$ cat src/tcu_meta_fifo.sv
// Request tag queue
`timescale 1ns/1ps

module tcu_meta_fifo #(
    parameter int DATAW = 8,
    parameter int DEPTH = 8
) (
    input  logic             clk,
    input  logic             reset,
    input  logic             push,
    input  logic             pop,
    input  logic [DATAW-1:0] data_in,
    output logic [DATAW-1:0] data_out,
    output logic             full
);
    localparam int PTR_W = $clog2(DEPTH);

    logic [DATAW-1:0] mem [DEPTH];
    logic [PTR_W-1:0] rd_ptr;
    logic [PTR_W-1:0] wr_ptr;
    logic [PTR_W-1:0] rd_ptr_next;
    logic [PTR_W:0]   count;

    assign rd_ptr_next = rd_ptr + 1'b1;
    assign full        = (count == (PTR_W + 1)'(DEPTH));

    always_ff @(posedge clk) begin
        if (push) begin
            mem[wr_ptr] <= data_in;
        end
    end

    always_ff @(posedge clk) begin
        if (reset) begin
            rd_ptr <= '0;
            wr_ptr <= '0;
            count  <= '0;
        end else begin
            if (push) begin
                wr_ptr <= wr_ptr + 1'b1;
            end
            if (pop) begin
                rd_ptr <= rd_ptr_next;
            end
            case ({push, pop})
                2'b10:   count <= count + 1'b1;
                2'b01:   count <= count - 1'b1;
                default: count <= count;
            endcase
        end
    end

    // Head register, loaded from the input when the queue is or becomes
    // a single fresh entry, otherwise from the next slot on a pop
    always_ff @(posedge clk) begin
        if (push && (count == '0 || (pop && count == (PTR_W + 1)'(1)))) begin
            data_out <= data_in;
        end else if (pop && count > (PTR_W + 1)'(1)) begin
            data_out <= mem[rd_ptr_next];
        end
    end

    assert property (@(posedge clk) disable iff (reset) push |-> !full)
        else $error("tcu_meta_fifo: push while full");

    assert property (@(posedge clk) disable iff (reset) pop |-> count != '0)
        else $error("tcu_meta_fifo: pop while empty");

endmodule

$ cat config.mk
export PLATFORM = sky130hd
export DESIGN_NAME = tcu_meta_fifo
export DESIGN_NICKNAME = d
export VERILOG_FILES = /design/src/tcu_meta_fifo.sv
export SDC_FILE = /design/constraint.sdc
export NUM_CORES = 1
export LEC_CHECK = 0
export BUFFER_PORTS_ARGS = -buffer_cell sky130_fd_sc_hd__buf_4
export CORE_MARGIN = 5
export CORE_UTILIZATION = 54
export CTS_CLUSTER_SIZE = 28
export DETAILED_ROUTE_END_ITERATION = 7
export PLACE_DENSITY = 0.72
export SETUP_SLACK_MARGIN = 0.5
export SYNTH_ARGS = -nofsm -noshare
export SYNTH_HDL_FRONTEND = slang
export SYNTH_SLANG_ARGS = --single-unit
$ cat constraint.sdc
create_clock -name clk -period 2.3 [get_ports clk]
set_input_delay 0.46 -clock clk [delete_from_list [all_inputs] [get_ports clk]]
set_output_delay 0.46 -clock clk [all_outputs]
set_load 0.02 [all_outputs]
==> flow_metrics.env <==
export IMPL_final_max_slew_viol_count=0
export IMPL_rows=28
export IMPL_period_needed_ns=1.76
export IMPL_wl_met2_mm=3.21
export IMPL_finalSetupViolations=0
export IMPL_place_congestion=0.779
export IMPL_drt_total_wl_mm=6.69
export IMPL_m1WireLength_mm=2.91
export IMPL_io_pins=21
export IMPL_syn_nets=236
export IMPL_cp_max_fo=4
export IMPL_leakage_nw=1.39
export IMPL_cts_inserted_buffers=9
export IMPL_finalHoldViolCount=0
export IMPL_critical_path_slowest_cell="dfxtp_2"
export IMPL_worst_setup_path_type="flip-flop to output port"
export IMPL_first_pass_iters=5
export IMPL_dpl_hpwl_mm=4.12
export IMPL_drtIter0Drc=130
export IMPL_track_usage=0.187
export IMPL_tightest_slew_ns=0.320
export IMPL_post_drt_wl_per_cell_um=20.1
export IMPL_cts_setup_buffers=0
export IMPL_fillers=440
export IMPL_relSlewSlack=0.785
export IMPL_post_route_period_util=0.766
export IMPL_cts_sinks=82
export IMPL_grt_pass1_wl_mm=10.4
export IMPL_netlist_area_um2=3400
export IMPL_hold_slack_ns=0.348
export IMPL_power_density_nw_per_um2=873
export IMPL_cts_max_level=3
export IMPL_ys_warn_count=0
export IMPL_crit_chain="inv_1 -> ha_1 -> and3b_1 -> buf_4"
export IMPL_netlist_instances=217
export IMPL_globalRouteOverflowTotal=0
export IMPL_drc=0
export IMPL_die_width_um=89.3
export IMPL_netlist_area_leader_share=0.636
export IMPL_cts_clk_slew_worst_paths_ns=0.08
export IMPL_fin_nets=272
export IMPL_cts_root_buf="clkbuf_8"
export IMPL_yosysTopAreaCell="edfxtp_1"
export IMPL_wl_met3_um=510
export IMPL_io_buffers=20
export IMPL_final_antenna_net_count=0
export IMPL_hold_path_class="input pin to flip-flop"
export IMPL_end_kind="output port"
export IMPL_cts_buffer_depth=2
export IMPL_syn_area_per_cell_um2=15.7
export IMPL_rsz0062_at_grt="yes"
export IMPL_coreArea_um2=6030
export IMPL_post_place_ws_ns=0.483
export IMPL_vias=1890
export IMPL_synth_cell_types=31
export IMPL_skew_ns=0.00939
export IMPL_area_delta_synth_final_pct=17.5
export IMPL_highest_layer="met4"
export IMPL_ir_worst_vdd_v=0.000498
export IMPL_start_kind="flip-flop"
export IMPL_grt_pass1_vias=1893
export IMPL_worstPathRequired_ns=1.84
export IMPL_grt_max_degree=18
export IMPL_finalSetupTns_ns=0
export IMPL_start_util=0.564
export IMPL_clk_insertion_delay_late_ns=0.35
export IMPL_antenna_found_initial=0
export IMPL_yosysSeqAreaShare=0.695
export IMPL_synth_area_leaders="edfxtp_1 (64%), mux2_2 (11%), dfxtp_1 (5.9%)"
export IMPL_vias_per_cell=5.68
export IMPL_n_antenna_cell=0
export IMPL_die_height_um=89.3
export IMPL_cts_tree="done"
export IMPL_slowest_delay_ns=0.36
export IMPL_status="completed"
export IMPL_ys_ff_latch=82
export IMPL_fmax_ghz=0.568
export IMPL_design_die_area_um2=7980
export IMPL_maxCapViolCount=0
export IMPL_layout_drive_gt1_share=0.360
export IMPL_cp_data_arrival_time_ns=1.30
export IMPL_worst_slack_ns=0.538
==> synth_stat cells <==
| cell | instances |
|---|---|
| a211oi_1 | 1 |
| a21o_1 | 1 |
| a21oi_1 | 2 |
| a21oi_2 | 1 |
| and3b_1 | 1 |
| buf_1 | 1 |
| buf_2 | 2 |
| buf_4 | 3 |
| buf_6 | 1 |
| clkbuf_2 | 1 |
| dfxtp_1 | 10 |
| edfxtp_1 | 72 |
| ha_1 | 7 |
| inv_1 | 2 |
| inv_2 | 1 |
| mux2_2 | 32 |
| mux2i_1 | 3 |
| nand2_1 | 14 |
| nand2b_1 | 4 |
| nand4b_1 | 1 |
| nor2_1 | 16 |
| nor3_1 | 2 |
| nor4_4 | 1 |
| o21ai_0 | 2 |
| o22ai_1 | 16 |
| o31ai_1 | 8 |
| or2b_1 | 1 |
| or3_1 | 1 |
| or4b_1 | 1 |
| xnor2_1 | 4 |
| xor2_1 | 5 |
==> placed cells by master, fill, tap and decap left out, types with 2 or more instances in the layout <==
| cell | count |
|---|---|
| a21oi_1 | 2 |
| buf_4 | 30 |
| bufinv_16 | 2 |
| clkbuf_8 | 9 |
| clkinvlp_4 | 2 |
| dfxtp_1 | 7 |
| dfxtp_4 | 2 |
| edfxtp_1 | 72 |
| ha_1 | 6 |
| inv_1 | 2 |
| mux2_2 | 32 |
| mux2i_1 | 3 |
| nand2_1 | 12 |
| nand2_2 | 2 |
| nand2b_1 | 2 |
| nand2b_2 | 2 |
| nor2_1 | 16 |
| nor3_1 | 2 |
| o21ai_0 | 2 |
| o22ai_1 | 15 |
| o31ai_1 | 8 |
| xnor2_1 | 4 |
| xor2_1 | 5 |
==> kinds of logic (layout without fill, tap and decap cells) <==
group / after synthesis / after routing / synth area share
DFF: 82 / 82 / 0.695
muxes: 35 / 35 / 0.115
buffers and inverters: 11 / 52 / 0.0188
xor gates and xnor gates: 9 / 9 / 0.0232
and+or+nand+nor: 42 / 42 / 0.0619
adders and majority gates: 7 / 7 / 0.0258
AOI/OAI and AO/OA: 31 / 31 / 0.0600
==> stage by stage <==
stage          std cells  instance area [um^2]   util  total power [mW]
6_report             333                  3990  0.662              3.49
3_5_place_dp         315                  3680  0.611              2.34
4_1_cts              332                  3950  0.655              3.48
5_1_grt              333                  3990  0.662              3.61
2_1_floorplan        217                  3400      -              2.15
3_3_place_gp         315                  3680  0.611              2.33
==> registers in the layout, indices dropped and copies added, names as in the netlist <==
signal and flops:
count 4, mem 64, rd_ptr 3, data_out 8, wr_ptr 3
==> final cells by class <==
type,count,area (um^2),share of cell area
Inverter,3,11.3,0.00282
Timing Repair Buffer,33,298,0.0746
Multi-Input combinational cell,124,1000,0.251
Clock buffer,9,124,0.0310
Tap cell,75,93.8,0.0235
Clock inverter,7,92.6,0.0232
Sequential cell,82,2370,0.594
==> final timing paths <==
path / startpoint / slack, ns / depth (start not counted) / endpoint
worst max-delay path: count[1] / 0.54 / 4 / full
worst min-delay path: reset / 0.35 / 2 / rd_ptr[0]
worst max register to register: rd_ptr[0] / 0.58 / 5 / data_out[3]
worst min register to register: wr_ptr[2] / 0.55 / 2 / wr_ptr[2]
==> critical path: cells and delay by family (launching register included) <==
| kind | cells | cell delay, ns |
|---|---|---|
| DFF | 1 | 0.36 |
| buffers and inverters | 2 | 0.24 |
| and+or+nand+nor | 1 | 0.16 |
| adders and majority gates | 1 | 0.20 |
==> timing repair <==
item / in CTS / in global routing
hold buffers: 0 / 0
gates resized for setup: 4 / 9
pin swaps: 0 / 0
cloned: 1 / 1
endpoints found under the setup margin: 4 / 17
==> power breakdown <==
part / switching, mW / internal, mW
logic: 0.313 / 0.286
clock network: 0.512 / 0.609
registers: 0.0452 / 1.72
total: 0.870 / 2.62
==> metal layers <==
layer  up-vias  GRT usage
met5         -          0
li1        902          -
met1       925      0.250
met2        58      0.295
met3         5     0.0470
met4         0     0.0731
Note: power is estimated with default switching activity, not from simulation.
